==> src/verilog/regfile.sv <==
`default_nettype none
`timescale 1ns/100ps

module regfile #(
    parameter int ENTRY_WIDTH   = 32,
    parameter int N_ENTRIES     = 32,
    parameter int N_READ_PORTS  = 2,
    parameter int N_WRITE_PORTS = 1
) (
    input  wire                                                 clk,
    input  wire                                                 arst_n,
    input  wire  [N_READ_PORTS-1:0][$clog2(N_ENTRIES)-1:0]      rd_addr,
    output logic [N_READ_PORTS-1:0][ENTRY_WIDTH-1:0]            rd_data,
    input  wire  [N_WRITE_PORTS-1:0]                            wr_en,
    input  wire  [N_WRITE_PORTS-1:0][$clog2(N_ENTRIES)-1:0]     wr_addr,
    input  wire  [N_WRITE_PORTS-1:0][ENTRY_WIDTH-1:0]           wr_data
);
    logic [ENTRY_WIDTH-1:0] mem_q [N_ENTRIES];

    for (genvar r = 0; r < N_READ_PORTS; r++) begin : g_rd
        assign rd_data[r] = mem_q[rd_addr[r]];
    end

    always_ff @(posedge clk or negedge arst_n) begin
        if (!arst_n) begin
            for (int i = 0; i < N_ENTRIES; i++) begin
                mem_q[i] <= '0;
            end
        end else begin
            for (int w = 0; w < N_WRITE_PORTS; w++) begin
                if (wr_en[w]) begin
                    mem_q[wr_addr[w]] <= wr_data[w];  // later port overrides
                end
            end
        end
    end
endmodule

`default_nettype wire

==> config.mk <==
export PLATFORM = sky130hd
export DESIGN_NAME = regfile
export DESIGN_NICKNAME = d
export VERILOG_FILES = /design/src/verilog/regfile.sv
export SDC_FILE = /design/constraint.sdc
export NUM_CORES = 2
export LEC_CHECK = 0
export CAP_MARGIN = 20
export CORE_ASPECT_RATIO = 1.1
export CORE_MARGIN = 2
export CORE_UTILIZATION = 50
export CTS_CLUSTER_SIZE = 16
export DETAILED_ROUTE_END_ITERATION = 10
export DONT_BUFFER_PORTS = 1
export PLACE_DENSITY = 0.62
export SETUP_SLACK_MARGIN = 0.15
export SYNTH_ARGS = -nofsm -noshare
export SYNTH_HDL_FRONTEND = slang
export SYNTH_SLANG_ARGS = --single-unit
export TNS_END_PERCENT = 50
==> constraint.sdc <==
create_clock -name clk -period 3.02 [get_ports clk]
set_input_delay 0.755 -clock clk [delete_from_list [all_inputs] [get_ports clk]]
set_output_delay 0.755 -clock clk [all_outputs]
set_load 0.1 [all_outputs]
# Word-level counts from Yosys, hierarchy flattened
# Index checks and enable logic that the tools add are counted.
dict set report op_classes {
  magnitude_cmp 4
  muxes 9
  n_bitwise 3
  n_reduce_logical 1
}
# operator count
set ops {}
lappend ops {{bitwise mux 1024 bit} 1}
lappend ops {{binary-select mux 32 bit (select 5 bit)} 2}
lappend ops {{demux 32 bit (select 5 bit)} 1}
lappend ops {{two-way mux 32 bit} 5}
lappend ops {{greater-or-equal comparator 6 bit (second input constant)} 3}
lappend ops {{inverter 5 -> 6 bit} 3}
lappend ops {{less-than comparator 6 x 1 -> 1 bit (second input constant)} 1}
lappend ops {{logical AND 1 bit} 1}
dict set report totals {
  ff_bits 1024
  inputBits 50
  output_inout_bits 64
  elab_cells 49
}

# Depth between registers and ports, before layout
dict set report logic_depth {
  word_depth 6
  depth_mapped 8
  ltp_nobuf 5
}

# Worst setup path after synthesis
# No wires, ideal clock.
dict set report synth_timing {
  path_kind {input-to-output}
  startpoint {input rd_addr[6] (netlist name)}
  endpoint {output rd_data[37] (netlist name)}
  arrival_time_ns 2.617
  required_time_ns 2.265
  slack_ns -0.352
  path_stages 7
  path_buffers 3
  cell_sequence {buf_2 -> buf_2 -> buf_2 -> mux2i_1 -> a22oi_1 -> a31oi_1 -> nand3_1}
}
# item line_no
set synth_lines {}
lappend synth_lines {{start, declared} 12} ;# input wire [N_READ_PORTS-1:0][$clog2(N_ENTRIES)-1:0] rd_addr,
lappend synth_lines {{end, declared} 13} ;# output logic [N_READ_PORTS-1:0][ENTRY_WIDTH-1:0] rd_data,

==> out/summary.txt <==
largest stage delay on the critical path: 0.64 ns
Detail Placement HPWL: 95,800 um
Slew Limit Fails: 350
Top reg by flops: mem_q
combinational share of power: 0.224
Core Rows: 128
GRT Total Usage: 0.307
Critical R2R Launch: mem_q[929]$_DFFE_PN0P_
vias: 38,800
Detailed Route WL: 178,000 um
Setup WS pre-CTS: -0.00601 ns
largest net degree at the start of global routing: 1,025
Fmax: 253 MHz
CTS max path bufs: 3
PwrDens: 636 nW/um2
Final Net Count: 4,647
crit-path leading delay family: multiplexers
Clock Power Share: 0.338
CP startpoint kind: input pin
grt met2 use: 0.505
die width: 322 um
Internal: 29.8 mW
Netlist cell types: 26
met3 usage: 0.0381
htree depth: 3
syn_nets: 4,655
Crit Path Category: input pin to output pin
Crit Path Max Fanout: 512
Net Sw Frac: 0.290
worst vdd rail ir drop: 0.517 mV
design area: 66,000 um2
remaining antenna violation count: 0
Synth Area in Simple Gates: 0.0420
core area: 111,000 um2
Post-Synthesis Cells: 4,605
final hold vios: 0
relative slew slack: -0.405
initial cell density of the core: 0.504
Reg power frac: 0.438
initial antenna violation count: 1
adder-cell share of the synthesized area: 0
total die area: 114,000 um2
Worst-path clk slew: 0.06 ns
Placed Area: 60,500 um2
# setup viols final: 60
period utilization: 1.31
failing checks: max-slew violations, negative setup slack
Layout area overhead: 18.3%
drt via density: 6.27
GR Overflow Total: 0
largest family of logic cells by synthesized area: multiplexers
Ports: 114
min-delay worst type: input pin to async pin
drc violations: 0
worst setup margin: -0.926 ns
Pleak: 30.7 nW
met1 Use GR: 0.420
Synth Area in Compound Gates: 0.0703
skew final: 0 ns
max FFs per register: 1,024
mux cell area share after synthesis: 0.390
CTS Buf Count: 113
layout cell share with drive strength beyond 1: 0.371
outcome: finished, violations left
biggest regs: mem_q x1024
Worst Hold Slack: 0.0712 ns
Top Usage Layer GRT: met2
max-cap viol count: 0
Tmin final: 3.95 ns
drt first pass iters: 5
worst setup path start: rd_addr[6]
crit path buf inv count: 2
Synth Warn #: 0
routability cong.: 0.807
Syn Std Cell Area: 55,800 um2
Psw: 12.2 mW
Final Power: 42.0 mW
# clock sinks: 1,024
Synth Area per Inst: 12.1 um2
Req. time, crit path: 2.26 ns
Skew-Pair Late Insertion Delay: 0.69 ns
critical path cell sequence: mux2i_1 -> a22o_1 -> nor3_2 -> a31oi_2 -> buf_4 -> nand3_4 -> buf_12
wire per inst: 28.7 um
Die Y: 354 um
first-pass GRT wire length: 264,000 um
Worst-Margin Slew: 2.11 ns
Detailed Route Iter0 Violations: 3,222
xor/xnor cell area share of the yosys netlist: 0
CP Capture Type: output pin
IO buf count: 0
RSZ-0062 raised after global routing: yes
CP max stage cell: mux2i_1
CTS Root Cell: clkbuf_16
CTS tree: yes
vias in the first global route: 39,400
sequential share of the synthesized area: 0.459
Arr. time, crit path: 3.19 ns
FF+latch count, synth: 1,024
-- worst paths after layout --
kind	cells after the start	slack, ns	endpoint
max in group asynchronous	3	0.79	mem_q[183]$_DFFE_PN0P_
min reg2reg	1	0.51	mem_q[609]$_DFFE_PN0P_
min in group clk	1	0.19	mem_q[569]$_DFFE_PN0P_
min	1	0.07	mem_q[7]$_DFFE_PN0P_
max reg2reg	2	2.09	mem_q[929]$_DFFE_PN0P_
max	7	-0.93	rd_data[35]
-- worst register-to-register path, stage by stage, from the launching register on --
cell and delay (ns):
dfrtp_1 0.40, buf_4 0.15, mux2_2 0.26
-- metrics by stage --
stage                      TNS, ns  utilization  cells
after floorplan                  0            -   4605
after global placement    -0.00197        0.547   5909
after detailed placement  -0.00733        0.547   5909
after CTS                        0        0.589   6148
after global routing         -4.72        0.596   6184
final                       -30.17        0.596   6184
-- repair_timing --
action	4_1_cts	5_1_grt
buffers inserted	21	24
pin swaps	16	48
cloned	12	6
endpoints found under the hold margin	1024	5
setup endpoints to repair	62	235
resized for setup	49	60
-- layout make-up --
type / count / area (um2)
antenna: 1 / 2.50
clock buffer: 172 / 3450
clock inverter: 34 / 364
fill: 8919 / 44700
multi-input combinational: 3138 / 29900
sequential: 1024 / 25600
tap: 1495 / 1870
timing repair buffer: 320 / 4810
-- cell families after synthesis --
group | count (synthesis)
buffers and inverters | 444
DFF | 1024
muxes | 2048
AOI/OAI and AO/OA | 576
and+or+nand+nor | 513
-- cells in the mapped netlist --
cell      instances  share of area
nand3_1         194          0.017
buf_4            63         0.0085
nand3b_1          4        0.00054
and3b_1           1        0.00016
a31oi_1          64         0.0072
nor2b_1           4        0.00045
mux2_1           18         0.0036
a21oi_1         192          0.017
buf_1            26         0.0017
nor3_1           65         0.0058
nor2_1           11        0.00074
nand2_1         211          0.014
or3b_1            1        0.00016
buf_2           163          0.015
mux2i_1        1024           0.18
clkbuf_1        192          0.013
nand2b_1          4        0.00045
mux2_2         1006           0.20
or2_2             3        0.00034
nor2_2            8        0.00090
nor3b_1           4        0.00054
dfrtp_1        1024           0.46
and2_1            2        0.00022
a22oi_1         192          0.026
and3_1            1        0.00011
a22o_1          128          0.020
-- cell usage in the layout (no fill, tap or decap), types with 4 or more instances in the layout --
cell type | netlist | routed
a22oi_2 | 0 | 4
nor3_2 | 0 | 33
buf_8 | 0 | 4
nand2_2 | 0 | 18
clkbuf_16 | 0 | 120
mux2_2 | 1006 | 1006
buf_12 | 0 | 134
a22o_1 | 128 | 125
mux2i_1 | 1024 | 1020
buf_6 | 0 | 17
a31oi_2 | 0 | 48
nor2b_4 | 0 | 4
nor3_1 | 65 | 29
clkbuf_1 | 192 | 21
mux2_1 | 18 | 18
nand2b_2 | 0 | 4
nor2_4 | 0 | 18
nand3b_1 | 4 | 4
a21oi_1 | 192 | 191
nand3_4 | 0 | 64
bufbuf_16 | 0 | 9
nand2_1 | 211 | 193
a31oi_4 | 0 | 16
nand3_1 | 194 | 129
a22oi_1 | 192 | 188
buf_16 | 0 | 16
dfrtp_1 | 1024 | 1024
bufinv_16 | 0 | 7
nor3b_1 | 4 | 4
buf_4 | 63 | 134
clkbuf_8 | 0 | 36
clkinv_2 | 0 | 21
-- power by group through the flow --
stage | logic, mW | clock network, mW | registers (mW)
global placement | 8.55 | 0 | 18.4
CTS | 8.88 | 14.4 | 18.4
global route | 10.0 | 15.0 | 18.8
detailed placement | 8.67 | 0 | 18.6
finish | 9.39 | 14.2 | 18.4
floorplan | 7.18 | 0 | 18.0
-- per-layer routing --
metal,vias to the layer above,share of wire
met5,-,0
met4,0,0.035
met3,306,0.049
met2,1037,0.48
met1,20400,0.44
li1,17100,-
(Power assumes the default switching activity.)
