--- src/verilog/core_pkg.sv ---
`default_nettype none

package core_pkg;
    localparam int XLEN        = 32;
    localparam int N_ARF_REGS  = 32;
    localparam int ROB_DEPTH   = 8;
    localparam int IQ_DEPTH    = 4;
    localparam int N_ALU_LANES = 2;

    // major opcodes of the supported integer formats
    localparam logic [6:0] OPC_OP     = 7'b0110011;
    localparam logic [6:0] OPC_OP_IMM = 7'b0010011;
    localparam logic [6:0] OPC_LUI    = 7'b0110111;
    localparam logic [6:0] OPC_AUIPC  = 7'b0010111;

    typedef logic [XLEN-1:0]               reg_data_t;
    typedef logic [XLEN-1:0]               addr_t;
    typedef logic [31:0]                   instr_t;
    typedef logic [XLEN-1:0]               imm_t;
    typedef logic [$clog2(N_ARF_REGS)-1:0] arf_id_t;
    typedef logic [$clog2(ROB_DEPTH)-1:0]  rob_id_t;
    typedef logic [2:0]                    funct3_t;

    typedef enum logic [3:0] {
        ALU_ADD, ALU_SUB, ALU_SLL, ALU_SLT, ALU_SLTU, ALU_XOR,
        ALU_SRL, ALU_SRA, ALU_OR, ALU_AND, ALU_LUI, ALU_AUIPC
    } alu_op_t;

    typedef enum logic [1:0] {
        ROB_FREE,
        ROB_WAITING,
        ROB_DONE
    } rob_state_t;

    typedef struct packed {
        instr_t instr;
        addr_t  pc;
    } ififo_entry_t;

    typedef struct packed {
        alu_op_t   op;
        logic      src1_ready;
        rob_id_t   src1_rob_id;  // tag while not ready
        reg_data_t src1_data;
        logic      src2_ready;
        rob_id_t   src2_rob_id;
        reg_data_t src2_data;
        imm_t      imm;
        logic      use_imm;
        addr_t     pc;
        rob_id_t   dst_rob_id;
    } iiq_entry_t;

    typedef struct packed {
        logic      valid;
        rob_id_t   rob_id;
        reg_data_t reg_data;
    } broadcast_t;

    typedef struct packed {
        logic    dst_valid;
        arf_id_t dst_arf_id;
        addr_t   pc;
    } rob_dispatch_t;

    typedef struct packed {
        addr_t     pc;
        logic      dst_valid;
        arf_id_t   arf_id;
        reg_data_t reg_data;
    } retire_t;
endpackage

`default_nettype wire

--- src/verilog/issue_queue.sv ---
`default_nettype none
`timescale 1ns/100ps

module issue_queue import core_pkg::*; (
    input  wire                               clk,
    input  wire                               arst_n,
    output logic                              enq_ready,
    input  wire                               enq_valid,
    input  wire iiq_entry_t                   enq_data,
    input  wire broadcast_t [N_ALU_LANES-1:0] bcast,
    output logic [N_ALU_LANES-1:0]            iss_valid,
    output iiq_entry_t [N_ALU_LANES-1:0]      iss_data
);
    iiq_entry_t          q_data [IQ_DEPTH];  // index 0 is the oldest
    logic [IQ_DEPTH-1:0] q_valid;
    iiq_entry_t          nxt_data [IQ_DEPTH];
    logic [IQ_DEPTH-1:0] nxt_valid;
    logic [IQ_DEPTH-1:0] issued;

    // capture broadcast results into waiting sources
    function automatic iiq_entry_t wake(iiq_entry_t e, broadcast_t [N_ALU_LANES-1:0] b);
        iiq_entry_t r;
        r = e;
        for (int l = 0; l < N_ALU_LANES; l++) begin
            if (b[l].valid && !r.src1_ready && b[l].rob_id == r.src1_rob_id) begin
                r.src1_ready = 1'b1;
                r.src1_data  = b[l].reg_data;
            end
            if (b[l].valid && !r.src2_ready && b[l].rob_id == r.src2_rob_id) begin
                r.src2_ready = 1'b1;
                r.src2_data  = b[l].reg_data;
            end
        end
        return r;
    endfunction

    assign enq_ready = !q_valid[IQ_DEPTH-1];  // compacted, so full when the last slot is used

    // oldest-first select into the lanes
    always_comb begin
        int lane;
        lane      = 0;
        issued    = '0;
        iss_valid = '0;
        iss_data  = '0;
        for (int i = 0; i < IQ_DEPTH; i++) begin
            if (q_valid[i] && q_data[i].src1_ready && q_data[i].src2_ready
                    && lane < N_ALU_LANES) begin
                issued[i]       = 1'b1;
                iss_valid[lane] = 1'b1;
                iss_data[lane]  = q_data[i];
                lane++;
            end
        end
    end

    // drop issued entries, shift the rest down, append the new one
    always_comb begin
        int n;
        n         = 0;
        nxt_data  = q_data;
        nxt_valid = '0;
        for (int i = 0; i < IQ_DEPTH; i++) begin
            if (q_valid[i] && !issued[i]) begin
                nxt_data[n]  = wake(q_data[i], bcast);
                nxt_valid[n] = 1'b1;
                n++;
            end
        end
        if (enq_valid && enq_ready && n < IQ_DEPTH) begin
            nxt_data[n]  = enq_data;
            nxt_valid[n] = 1'b1;
        end
    end

    always_ff @(posedge clk or negedge arst_n) begin
        if (!arst_n) begin
            q_valid <= '0;
        end else begin
            q_valid <= nxt_valid;
        end
    end

    always_ff @(posedge clk) begin
        q_data <= nxt_data;
    end
endmodule

`default_nettype wire

--- config.mk ---
export PLATFORM = sky130hd
export DESIGN_NAME = issue_queue
export DESIGN_NICKNAME = d
export VERILOG_FILES = /design/src/verilog/core_pkg.sv /design/src/verilog/issue_queue.sv
export SDC_FILE = /design/constraint.sdc
export NUM_CORES = 2
export LEC_CHECK = 0
export ABC_AREA = 1
export BUFFER_PORTS_ARGS = -buffer_cell sky130_fd_sc_hd__buf_2
export CAP_MARGIN = 30
export CORE_MARGIN = 1
export CORE_UTILIZATION = 40
export CTS_CLUSTER_DIAMETER = 50
export CTS_CLUSTER_SIZE = 16
export DETAILED_ROUTE_END_ITERATION = 8
export PLACE_DENSITY_LB_ADDON = 0.3
export SLEW_MARGIN = 10
export SYNTH_ARGS = -nofsm -noshare
export SYNTH_HDL_FRONTEND = slang
export SYNTH_SLANG_ARGS = --single-unit
--- constraint.sdc ---
create_clock -name clk -period 5.35 [get_ports clk]
set_clock_uncertainty 0.15 [all_clocks]
set_input_delay 1.07 -clock clk [delete_from_list [all_inputs] [get_ports clk]]
set_output_delay 1.07 -clock clk [all_outputs]
set_load 0.05 [all_outputs]
Word-level counts from Yosys, hierarchy flattened
Index checks and enable logic that the tools add are counted.
{"block": "classes", "add_sub_neg": 5, "n_lt_le_gt_ge": 26, "n_eq_ne": 16, "n_mux": 115, "n_bitwise": 11, "n_reduce_logical": 81}
{"cell": "bitwise mux 576 bit", "n": 4}
{"cell": "two-way mux 576 bit", "n": 4}
{"cell": "demux 144 bit (select 2 bit)", "n": 4}
{"cell": "two-way mux 144 bit", "n": 8}
{"cell": "bitwise mux 288 bit", "n": 3}
{"cell": "two-way mux 288 bit", "n": 3}
{"cell": "two-way mux 32 bit", "n": 27}
{"cell": "demux 144 bit (select 1 bit)", "n": 3}
{"cell": ">= comparator 32 x 1 -> 1 bit (second input constant)", "n": 7}
{"cell": "less-than comparator 32 x 3 -> 1 bit (second input constant)", "n": 6}
{"cell": "adder 32 x 2 -> 32 bit (second input constant)", "n": 5}
{"cell": "less-than comparator 32 x 4 -> 1 bit (second input constant)", "n": 5}
{"cell": "two-way mux 140 bit", "n": 1}
{"cell": ">= comparator 32 x 3 -> 1 bit (second input constant)", "n": 4}
{"cell": "less-than comparator 32 x 1 -> 1 bit (second input constant)", "n": 4}
{"cell": "NOT 32 bit", "n": 4}
{"cell": "logical AND 1 bit", "n": 60}
{"cell": "equality test 3 bit", "n": 16}
{"cell": "two-way mux 1 bit", "n": 44}
{"cell": "logical NOT 1 bit", "n": 21}
{"cell": "two-way mux 4 bit", "n": 4}
{"cell": "OR 4 bit", "n": 3}
{"cell": "demux 1 bit (select 2 bit)", "n": 4}
{"cell": "two-way mux 2 bit", "n": 3}
{"cell": "4 further kinds", "n": 7}
{"block": "word_totals", "ff_bits": 580, "inputBits": 219, "output_inout_bits": 291, "word_cells": 299}

Depth between registers and ports, before layout
{"block": "depth", "depth_word": 24, "mapped_depth": 24, "ltp_nobuf": 20}

Least setup slack after synthesis
No wires, ideal clock.
{"block": "synth_timing", "kind": "reg-to-output", "start": "register q_data[391] (netlist bit)", "end": "output port iss_data[273] (netlist bit)", "arrival_ps": 3833, "required_ps": 4130, "path_slack_ps": 297, "path_stages_with_launch": 16, "path_buffers": 4, "path_cell_list": "dfxtp_1 nand3_1 inv_2 clkbuf_1 clkbuf_1 ha_1 inv_1 nand4_2 fa_1 nor2_1 clkinv_1 clkbuf_1 clkbuf_1 o21ai_0 a31oi_1 a21oi_1"}
{"item": "from (decl)", "line": "issue_queue.sv:14", "text": "iiq_entry_t q_data [IQ_DEPTH];"}
{"item": "from (signal assigned)", "line": "issue_queue.sv:85", "text": "q_data <= nxt_data;"}
{"item": "to (decl)", "line": "issue_queue.sv:12", "text": "output iiq_entry_t [N_ALU_LANES-1:0] iss_data"}

==> results.sh <==
export IMPL_status="finished with violations"
export IMPL_synth_area_leaders="dfxtp_1 24%, nand2_1 22%, nand3_1 10%, o21ai_0 8.5%, inv_1 5.4%"
export IMPL_cp_data_required_time_ns=4.13
export IMPL_grt_remaining_overflow=0
export IMPL_worstSetupStartpointType="flop"
export IMPL_hold_path_depth=2
export IMPL_cts_root_buf="clkbuf_16"
export IMPL_synth_compound_area_frac=0.247
export IMPL_yosysSeqAreaShare=0.244
export IMPL_max_slew_margin=0.229
export IMPL_grt_start_max_net_pins=181
export IMPL_final_common_cell="nand2_1"
export IMPL_worstSetupEndpointType="output port"
export IMPL_die_h_um=347
export IMPL_hold_viol_final=0
export IMPL_period_needed_ns=5.39
export IMPL_setup_slack_ns=-0.0447
export IMPL_synth_fa_ha_area_frac=0.00399
export IMPL_port_buffers=509
export IMPL_maxCapViolations=0
export IMPL_violations="design-rule violations, negative setup slack"
export IMPL_synth_seq_cells=580
export IMPL_synth_nets=8759
export IMPL_vias=65478
export IMPL_layout_drive_gt1_share=0.113
export IMPL_postSynthAreaPerCell_sq_um=5.59
export IMPL_tightest_slew_ns=1.16
export IMPL_drc=37
export IMPL_synthMuxAreaShare=0
export IMPL_drt_iter0_markers=10730
export IMPL_antenna_left=0
export IMPL_synth_top_family_by_area="simple AND/OR/NAND/NOR gates"
export IMPL_synth_area_sq_um=47700
export IMPL_die_x_um=347
export IMPL_async_flop_share=0.00690
export IMPL_cts_sinks=580
export IMPL_fmax_mhz=185
export IMPL_fin_cells=10230
export IMPL_placed_area_sq_um=52400
export IMPL_yosys_area_top_type="dfxtp_1"
export IMPL_place_inst=10001
export IMPL_min_from="q_data[200]"
export IMPL_period_share=1.01
export IMPL_r2r_slack_ns=0.30
export IMPL_synth_cell_types=37
export IMPL_critical_path_class="flop to output port"
export IMPL_insertion_delay_ns=0.74
export IMPL_layout_common_cells="2804 x nand2_1, 968 x nand3_1, 802 x o21ai_0"
export IMPL_cts_max_level=3
export IMPL_io_pins=510
export IMPL_synth_warnings=0
export IMPL_final_util=0.477
export IMPL_area_growth_pct=18.1
export IMPL_synth_xor_area_share=0.00110
export IMPL_wl_per_cell_um=26.7
export IMPL_grt_pass1_wl_um=391000
export IMPL_design_area_sq_um=56300
export IMPL_path_clk_slew_ns=0.06
export IMPL_grtUsageTotal=0.427
export IMPL_r2r_end="q_data[241]"
export IMPL_gp_congestion=1.03
export IMPL_num_rows=126
export IMPL_synth_edf_count=0
export IMPL_netlist_area_leader_share=0.242
export IMPL_power_density_nw_per_um2=804
export IMPL_dp_hpwl_um=164000
export IMPL_slew_violations=0
export IMPL_antenna_found_initial=37
export IMPL_start_util=0.404
export IMPL_routed_wl_um=273000
export IMPL_leakage_nw=27.8
export IMPL_min_to="q_data[56]"
export IMPL_ir_drop_mv=0.949
export IMPL_grt_pass1_vias=59160
export IMPL_setup_violations=2
export IMPL_ys_flop_type="dfxtp_1"
export IMPL_r2r_cells=16
export IMPL_rr_startpoint="q_valid[0]"
export IMPL_critPathMaxFanout=39
export IMPL_synthCells=8526
export IMPL_vias_per_cell=6.40
export IMPL_synthSimpleGateAreaFrac=0.382
export IMPL_final_nets=8813
export IMPL_first_pass_iters=9
export IMPL_cts_tree="done"
export IMPL_die_area_sq_um=121000
export IMPL_crit_arrival_ns=4.17
export IMPL_rsz0062_at_grt="yes"
export IMPL_core_sq_um=118000
export IMPL_hp_class="flop to flop"
export IMPL_clockBufferDepth=3
export IMPL_numCtsBuffers=103
-- layer usage --
metal | track usage | part of all wire | up-vias
met5 | 0 | 0.00093 | -
met3 | 0.159 | 0.16 | 1409
met2 | 0.611 | 0.40 | 5804
met1 | 0.524 | 0.36 | 29530
met4 | 0.304 | 0.082 | 22
li1 | - | - | 28713
-- cells in the mapped netlist, types with 3 or more instances --
master	instances
dfxtp_1	576
nor3_1	17
o21ai_1	173
nand3_1	970
clkinv_1	6
dfrtp_1	4
a22oi_1	6
nand2_2	5
inv_2	20
nand2_1	2816
ha_1	12
a31oi_1	258
inv_1	687
nor3_2	4
o211ai_1	289
nor2_1	401
nand3_2	5
clkbuf_1	467
buf_6	12
o21ai_0	808
buf_2	188
buf_1	65
nand4_1	153
o22ai_1	165
a21oi_1	380
nor2_4	3
nor2_2	8
buf_4	5
xnor2_1	4
a311oi_1	9
-- logic make-up after synthesis --
| group | Yosys count |
|---|---|
| compound gates | 2091 |
| xor+xnor | 6 |
| fa+ha+maj | 14 |
| buf+inv | 1450 |
| flops | 580 |
| simple gates | 4385 |
-- state kept, by name (all words and copies together) (netlist names) --
signal,cells
q_data,576
q_valid,4
-- metrics by stage --
stage	hold slack (ns)	setup TNS, ns	total power, mW	setup slack, ns
CTS	0.399	0	43.8	0.0162
floorplan	0.363	0	27.5	0.297
finish	0.422	-0.0490	45.3	-0.0447
global route	0.424	-0.0149	47.6	-0.00802
detailed placement	0.402	0	36.9	0.476
global placement	0.388	0	36.4	0.505
-- critical path, cell delays in order, from the launching register on --
cell and delay [ns]:
dfrtp_1 0.44, nand3_4 0.16, inv_6 0.05, ha_1 0.19, inv_1 0.11, nand4_2 0.18
inv_1 0.17, buf_4 0.36, nand2_8 0.30, buf_12 0.29, o21ai_1 0.62, o21ai_1 0.31
buf_12 0.23
-- where the power goes --
part,internal [mW],switching (mW),total (mW)
Combinational,8.66,20.9,29.6
Clock,4.00,2.86,6.86
Sequential,6.87,1.95,8.82
Total,19.5,25.8,45.3
-- worst max path at each step --
stage / start / endpoint / slack [ns]
global route: q_valid[0] / iss_data[240] / -0.008
global placement: q_valid[0] / q_data[269] / 0.51
CTS: q_valid[0] / iss_data[184] / 0.02
floorplan: q_data[391] / iss_data[273] / 0.30
detailed placement: q_valid[0] / q_data[217] / 0.48
finish: q_valid[0] / iss_data[84] / -0.04
-- cell type report --
class                   instances  area [sq um]
fillers                     12378         61800
multi-input cells            6496         30500
flip-flops and latches        580         11600
repair buffers                685          5850
clock buffers                 120          2770
inverters                     713          2750
well taps                    1536          1920
clock inverters                74           772
diodes                         25          62.6
repair inverters                1          8.76
-- timing repair --
action / in CTS / in global routing
pin swaps: 0 / 1
setup buffers: 0 / 3
setup endpoints to repair: 123 / 173
hold buffers: 1 / 0
gates resized for setup: 13 / 34
endpoints found under the hold margin: 4 / 0
gates cloned: 1 / 2
No activity file was read; power rests on OpenSTA's default activity.
