$ cat src/verilog/core_pkg.sv
`default_nettype none

package core_pkg;
    localparam int XLEN        = 32;
    localparam int N_ARF_REGS  = 32;
    localparam int ROB_DEPTH   = 8;
    localparam int IQ_DEPTH    = 4;
    localparam int N_ALU_LANES = 2;

    // major opcodes of the supported integer formats
    localparam logic [6:0] OPC_OP     = 7'b0110011;
    localparam logic [6:0] OPC_OP_IMM = 7'b0010011;
    localparam logic [6:0] OPC_LUI    = 7'b0110111;
    localparam logic [6:0] OPC_AUIPC  = 7'b0010111;

    typedef logic [XLEN-1:0]               reg_data_t;
    typedef logic [XLEN-1:0]               addr_t;
    typedef logic [31:0]                   instr_t;
    typedef logic [XLEN-1:0]               imm_t;
    typedef logic [$clog2(N_ARF_REGS)-1:0] arf_id_t;
    typedef logic [$clog2(ROB_DEPTH)-1:0]  rob_id_t;
    typedef logic [2:0]                    funct3_t;

    typedef enum logic [3:0] {
        ALU_ADD, ALU_SUB, ALU_SLL, ALU_SLT, ALU_SLTU, ALU_XOR,
        ALU_SRL, ALU_SRA, ALU_OR, ALU_AND, ALU_LUI, ALU_AUIPC
    } alu_op_t;

    typedef enum logic [1:0] {
        ROB_FREE,
        ROB_WAITING,
        ROB_DONE
    } rob_state_t;

    typedef struct packed {
        instr_t instr;
        addr_t  pc;
    } ififo_entry_t;

    typedef struct packed {
        alu_op_t   op;
        logic      src1_ready;
        rob_id_t   src1_rob_id;  // tag while not ready
        reg_data_t src1_data;
        logic      src2_ready;
        rob_id_t   src2_rob_id;
        reg_data_t src2_data;
        imm_t      imm;
        logic      use_imm;
        addr_t     pc;
        rob_id_t   dst_rob_id;
    } iiq_entry_t;

    typedef struct packed {
        logic      valid;
        rob_id_t   rob_id;
        reg_data_t reg_data;
    } broadcast_t;

    typedef struct packed {
        logic    dst_valid;
        arf_id_t dst_arf_id;
        addr_t   pc;
    } rob_dispatch_t;

    typedef struct packed {
        addr_t     pc;
        logic      dst_valid;
        arf_id_t   arf_id;
        reg_data_t reg_data;
    } retire_t;
endpackage

`default_nettype wire

$ cat src/verilog/rob.sv
`default_nettype none
`timescale 1ns/100ps

module rob import core_pkg::*; (
    input  wire                               clk,
    input  wire                               arst_n,
    output logic                              alloc_ready,
    input  wire                               alloc_valid,
    input  wire rob_dispatch_t                alloc_data,
    output rob_id_t                           alloc_id,
    input  wire broadcast_t [N_ALU_LANES-1:0] wb,
    input  wire rob_id_t [1:0]                src_id,
    output logic [1:0]                        src_ready,
    output reg_data_t [1:0]                   src_data,
    output logic                              retire_valid,
    output retire_t                           retire_data
);
    rob_state_t    state_q [ROB_DEPTH];
    rob_dispatch_t meta_q [ROB_DEPTH];
    reg_data_t     data_q [ROB_DEPTH];
    rob_id_t       head_q;
    rob_id_t       tail_q;  // pointers wrap on their own, depth is a power of two

    assign alloc_ready  = state_q[tail_q] == ROB_FREE;
    assign alloc_id     = tail_q;
    assign retire_valid = state_q[head_q] == ROB_DONE;
    assign retire_data  = '{
        pc: meta_q[head_q].pc,
        dst_valid: meta_q[head_q].dst_valid,
        arf_id: meta_q[head_q].dst_arf_id,
        reg_data: data_q[head_q]
    };

    for (genvar s = 0; s < 2; s++) begin : g_src
        assign src_ready[s] = state_q[src_id[s]] == ROB_DONE;
        assign src_data[s]  = data_q[src_id[s]];
    end

    // alloc hits a free slot and retire a done one, never the same slot
    always_ff @(posedge clk or negedge arst_n) begin
        if (!arst_n) begin
            for (int i = 0; i < ROB_DEPTH; i++) begin
                state_q[i] <= ROB_FREE;
            end
            head_q <= '0;
            tail_q <= '0;
        end else begin
            if (alloc_valid) begin
                state_q[tail_q] <= ROB_WAITING;
                tail_q          <= tail_q + 1'b1;
            end
            for (int l = 0; l < N_ALU_LANES; l++) begin
                if (wb[l].valid) begin
                    state_q[wb[l].rob_id] <= ROB_DONE;
                end
            end
            if (retire_valid) begin
                state_q[head_q] <= ROB_FREE;
                head_q          <= head_q + 1'b1;
            end
        end
    end

    always_ff @(posedge clk) begin
        if (alloc_valid) begin
            meta_q[tail_q] <= alloc_data;
        end
        for (int l = 0; l < N_ALU_LANES; l++) begin
            if (wb[l].valid) begin
                data_q[wb[l].rob_id] <= wb[l].reg_data;
            end
        end
    end
endmodule

`default_nettype wire

$ cat config.mk
export PLATFORM = sky130hd
export DESIGN_NAME = rob
export DESIGN_NICKNAME = d
export VERILOG_FILES = /design/src/verilog/core_pkg.sv /design/src/verilog/rob.sv
export SDC_FILE = /design/constraint.sdc
export NUM_CORES = 1
export LEC_CHECK = 0
export BUFFER_PORTS_ARGS = -buffer_cell sky130_fd_sc_hd__clkbuf_2
export CORE_MARGIN = 4
export CORE_UTILIZATION = 60
export CTS_CLUSTER_DIAMETER = 100
export DETAILED_ROUTE_END_ITERATION = 8
export PLACE_DENSITY = 0.84
export SLEW_MARGIN = 20
export SYNTH_ARGS = -nofsm -noshare
export SYNTH_HDL_FRONTEND = slang
export SYNTH_SLANG_ARGS = --single-unit
$ cat constraint.sdc
create_clock -name clk -period 5.4 [get_ports clk]
set_input_delay 0 -clock clk [delete_from_list [all_inputs] [get_ports clk]]
set_output_delay 0 -clock clk [all_outputs]
set_load 0.02 [all_outputs]
=== After elaboration in Yosys (flattened, before gate mapping) ===
Memories as Yosys holds them, arrays and structs flattened.
Cells that the tools add are included.

* Output and inout port bits: 141
* RAM bits: 560
* Bits of input ports: 119
* Bits in registers: 22
* Memories: 2
* Logic and storage cells: 79

{| class="wikitable"
|+ Memory list
! memory !! depth !! bits a word !! read ports !! clocked after Yosys merged registers in !! write ports !! line !! text
|-
| meta_q || 8 || 38 || 1 || 0 || 1 || rob.sv:19 || <nowiki>rob_dispatch_t meta_q [ROB_DEPTH];</nowiki>
|-
| data_q || 8 || 32 || 3 || 0 || 2 || rob.sv:20 || <nowiki>reg_data_t data_q [ROB_DEPTH];</nowiki>
|}

* Mux-type cells: 30
* Add/sub/neg operators: 2
* Bitwise operators: 17
* Magnitude comparators: 10
* Reductions and logical operators: 5
* Equality and inequality tests: 3

{| class="wikitable"
|+ Operator list
! operator !! count
|-
| 2-to-1 mux 16 bit || 4
|-
| AND 8 bit || 3
|-
| binary-select mux 2 bit (select 3 bit) || 4
|-
| demux 2 bit (select 3 bit) || 4
|-
| >= comparator 4 bit (second input constant) || 6
|-
| 2-to-1 mux 2 bit || 12
|-
| inverter 3 -> 4 bit || 6
|-
| inverter 8 bit || 3
|-
| OR 8 bit || 3
|-
| AND 16 bit || 1
|-
| < comparator 4 x 1 -> 1 bit (second input constant) || 4
|-
| inverter 16 bit || 1
|-
| adder 3 x 1 -> 3 bit (second input constant) || 2
|-
| == test 2 bit (second input constant) || 3
|-
| 2-to-1 mux 1 bit || 6
|-
| logical AND 1 bit || 4
|-
| logical NOT 2 bit || 1
|}

=== Depth between registers and ports, before layout ===
* Word-level depth: 14
* Gate-level depth with buffers: 7
* Gate-level depth less buffers: 5

=== Worst setup path after synthesis ===
OpenSTA, ideal clock, no wires.

* Kind: register -> register
* Start: register tail_q[0], in the netlist alloc_id[0]
* End: register state_q[12] (netlist bit)
* Cell stages (with the launch flop): 6
* Path slack: 1.235 ns
* Path buffers: 1
* Period minus slack after synthesis: 4.165 ns
* Arrival time: 4.064 ns
* Library setup time: 0.101 ns
* Data required time: 5.299 ns
* Cells stage by stage: dfrtp_1 clkbuf_1 nand2_1 nor3_1 nor2_1 a311oi_2

* Longest elaborated chain between the ends: 13
* Elaborated cells between the ends (all ways): 14
* Those cells by class: order compare (2); mux (6); bitwise (5); reduce/logical (1)

{| class="wikitable"
|+ Ends and longest elaborated chain
! what !! line !! text
|-
| start: declaration || rob.sv:22 || <nowiki>rob_id_t tail_q;</nowiki>
|-
| start signal: assignment || rob.sv:50 || <nowiki>tail_q <= tail_q + 1'b1;</nowiki>
|-
| inverter 3 -> 4 bit (not written as such) (*) || rob.sv:49 || <nowiki>state_q[tail_q] <= ROB_WAITING;</nowiki>
|-
| >= comparator 4 bit (not written as such) or < comparator 4 x 1 -> 1 bit (tied branches) || rob.sv:49 ||
|-
| logical AND 1 bit (not written as such) || rob.sv:49 ||
|-
| 2-to-1 mux 2 bit (not written as such) || rob.sv:49 ||
|-
| demux 2 bit (select 3 bit) (*) || rob.sv:49 ||
|-
| OR 8 bit (no line) (*) || n/a ||
|-
| 2-to-1 mux 16 bit (*) || rob.sv:48 || <nowiki>if (alloc_valid) begin</nowiki>
|-
| AND 8 bit (no line) || n/a ||
|-
| 2-to-1 mux 16 bit (*) || rob.sv:53 || <nowiki>if (wb[l].valid) begin</nowiki>
|-
| AND 8 bit (no line) || n/a ||
|-
| 2-to-1 mux 16 bit (*) || rob.sv:53 ||
|-
| AND 16 bit (no line) || n/a ||
|-
| 2-to-1 mux 16 bit (*) || rob.sv:57 || <nowiki>if (retire_valid) begin</nowiki>
|-
| end signal: indexed assignment || rob.sv:49 ||
|-
| end signal: indexed assignment || rob.sv:54 || <nowiki>state_q[wb[l].rob_id] <= ROB_DONE;</nowiki>
|-
| end signal: indexed assignment || rob.sv:58 || <nowiki>state_q[head_q] <= ROB_FREE;</nowiki>
|-
| end: declaration || rob.sv:18 || <nowiki>rob_state_t state_q [ROB_DEPTH];</nowiki>
|}

Every way passes the cells marked *; elsewhere a longest branch is shown, timed or not.
A chain may end at the register's enable or synchronous reset.

==> summary.txt <==
Outcome
  – Status: completed

Setup path
  – Critical Path AT: just over 4000 ps
  – Worst Path Class, Setup: register to primary output
  – CP required: roughly 5400 ps
  – Reg2Reg Setup Slack: 1940 ps
  – Critical Path End Type: primary output
  – CP startpoint kind: register
  – Critical Path Fanout Max: 39

STA
  – Unrepaired setup endpoints after global routing: no
  – Final clock skew: between 15 and 20 ps
  – Worst slew pin tran: about 1200 ps
  – Worst Hold Margin: between 7 and 8 ps
  – Crit share post-route: 76.0%
  – # setup viols final: 0
  – Fmax: 0.244 GHz
  – Fin. max-slew vios: 0
  – Hold Violations, Final: 0
  – Slew margin rel.: 20.5%
  – Minimum clock period: just over 4000 ps
  – Total Neg Setup Slack: 0 ps

Routing
  – DR DRC count: 0
  – DR iter-0 viols: between 2,000 and 2,500
  – Average wire per standard cell: 29.4 um
  – ANT nets after route: 0
  – Final wirelength: 85,500 um
  – Total number of vias: between 20,000 and 25,000
  – Number of vias per cell: ~6.9
  – DRT Pass-1 Iters: 5

Synthesis
  – Count leader, synth: edfxtp_1
  – Synth async-reset ratio: 3.78%
  – Netlist cell types: 48
  – Top FF cell, synth: edfxtp_1
  – Synth Cell Area: a little under 30,000 sq um
  – Net count after synthesis: between 1,500 and 2,000
  – Area leader, netlist: edfxtp_1
  – Cell count after synthesis: roughly 1,800
  – EDFF count, synth: 560
  – Mean Syn Cell Area: roughly 16 sq um
  – Synth warnings: 0
  – Area share of the largest cell type after synthesis: a little under three fifths
  – Top post-synthesis cells by count: 560 x edfxtp_1, 393 x mux2_2, 139 x mux4_2
  – Synth top area cells: edfxtp_1 57%, mux2_2 15%, mux4_2 11%
  – Register area share after synthesis: roughly three fifths
  – #FFs+latches synth: about 580

Global routing
  – Vias in the first global route: slightly above 20,000
  – Initial antenna violation count: 5
  – Global Route Usage Sum: 31.5%
  – Aggregate global routing overflow: 0
  – Largest net degree at the start of global routing: 68
  – First-pass GRT wire length: approximately 130,000 um

CTS
  – Post-CTS Resized: 0
  – Max H-tree Level: 2
  – Total CTS buffers: 56
  – Clock buffer depth: 3
  – CTS sink cnt: approximately 580
  – Worst-Skew Late Latency: between 600 and 700 ps
  – CTS tree: built
  – Clk pin slew, worst setup/hold paths: around 70 ps
  – Root Driver: clkbuf_16

Cells and area
  – Register area: ~17,000 sq um
  – Area of the multi-input gates: 11,800 sq um
  – Number of fill cells: 2,967
  – P&R area growth vs syn: 17.9%
  – # nets final: about 2,300
  – Layout cells sized above 1: about 43%
  – Post-Layout Cell Count: slightly below 3,000

Placed design
  – RePlAce Congestion: roughly 0.84
  – Hpwl dp: approximately 47,000 um
  – PortBufs: 259
  – Placed insts: approximately 2,700

Pwr
  – Pleak: about 12 nW
  – PwrDens: between 400 and 500 nW/um^2
  – Peak supply drop: approximately 0.36 mV

Die
  – Die X: between 200 and 250 um
  – Total Die Area: roughly 53,000 sq um
  – Die Y: roughly 230 um
  – Core area: just under 50,000 sq um
  – Starting Density: 60.6%
  – # rows: 81
  – IO Count: 260

Run
  – MaxCap Viol Count: 0

Hold path
  – Hold Crit Class: primary input to asynchronous set/reset pin
==> layout make-up <==
class,instances,area share [%]
clock buffers,74,4.38
flip-flops and latches,582,49.7
diodes,6,0.0429
repair buffers,441,8.61
inverters,6,0.0644
clock inverters,32,1.13
multi-input cells,1107,33.7
well taps,664,2.38
==> metrics by stage <==
step	utilization [%]	power, mW	setup WS [ps]	cell area [sq um]
after detailed placement	64.6	12.0	1970	31600
after global routing	71.4	16.8	1240	35000
after CTS	71.4	16.2	1410	35000
after global placement	64.6	11.9	2100	31600
after floorplan	-	10.0	1230	29700
final	71.4	16.3	1290	35000
==> worst max-delay path: stages (launching register included) <==
cell,delay (ps)
dfrtp_4,800
inv_1,630
nor2_4,880
buf_4,400
a22oi_1,160
o221ai_1,350
clkbuf_2,240
==> metal layers <==
layer | vias to the layer above | wire (um) | track usage (%) | part of all wire (%)
met1 | 10138 | 30700 | 41.4 | 36
met3 | 285 | 9280 | 6.59 | 11
met2 | 1417 | 41400 | 51.2 | 48
li1 | 8278 | - | - | -
met4 | 0 | 4080 | 13.9 | 4.8
met5 | - | 0 | 0 | 0
==> logic make-up (layout without fill, tap and decap cells) <==
| kind of cell | Yosys count | after routing | synth area share (%) |
|---|---|---|---|
| adders and majority gates | 2 | 2 | 0.0844 |
| AOI/OAI and AO/OA | 273 | 273 | 6.82 |
| muxes | 638 | 638 | 29.3 |
| other | 0 | 6 | 0 |
| xor gates and xnor gates | 4 | 4 | 0.143 |
| buffers and inverters | 155 | 553 | 2.29 |
| DFF | 582 | 582 | 58.6 |
| and+or+nand+nor | 190 | 190 | 2.85 |
==> power breakdown <==
| part | switching [mW] | internal (mW) | leakage [nW] | total [mW] |
|---|---|---|---|---|
| Sequential | 0.524 | 5.54 | 5.37 | 6.06 |
| Combinational | 3.88 | 2.25 | 5.77 | 6.13 |
| Clock | 1.71 | 2.38 | 0.940 | 4.09 |
==> worst paths after layout <==
| path | startpoint | end | cells after the start |
|---|---|---|---|
| max in group asynchronous | arst_n | head_q[0]$_DFFE_PN0P_ | 3 |
| hold reg to reg | state_q[2]$_DFF_PN0_ | state_q[2]$_DFF_PN0_ | 2 |
| min in group clk | wb[35] | state_q[12]$_DFF_PN0_ | 4 |
| hold / removal | arst_n | alloc_id[2]$_DFFE_PN0P_ | 3 |
| setup / recovery | head_q[2]$_DFFE_PN0P_ | retire_data[44] | 6 |
| setup reg to reg | head_q[2]$_DFFE_PN0P_ | head_q[1]$_DFFE_PN0P_ | 5 |
==> timing repair <==
action / CTS / global route
buffers inserted: 0 / 0
hold buffers: 139 / 0
hold endpoints to repair: 586 / 0
==> registers in the layout, indices dropped and copies added (netlist names) <==
register,flops
meta_q,304
data_q,256
state_q,16
head_q,3
alloc_id,3
==> cell usage in the layout (no fill, tap or decap), types with 6 or more instances in the layout <==
cell           count
a21oi_1           52
a221oi_1          42
dlygate4sd3_1    138
mux2_1            43
diode_2            6
clkbuf_1          13
nand2_1           69
mux2_2           393
edfxtp_1         560
buf_4             45
o2bb2ai_1         12
nor3_1             8
nor2b_1           13
nor2_1            64
o22ai_1           21
o211ai_1          12
clkinv_2          12
o221ai_1          36
bufinv_16          8
clkinv_1           8
a22o_1            12
nand2b_1          11
clkbuf_2         255
mux4_2           139
mux2i_1           62
a22oi_1           57
dfrtp_1           19
nor2_4             8
clkbuf_16         57
No activity file was read; power rests on OpenSTA's default activity.
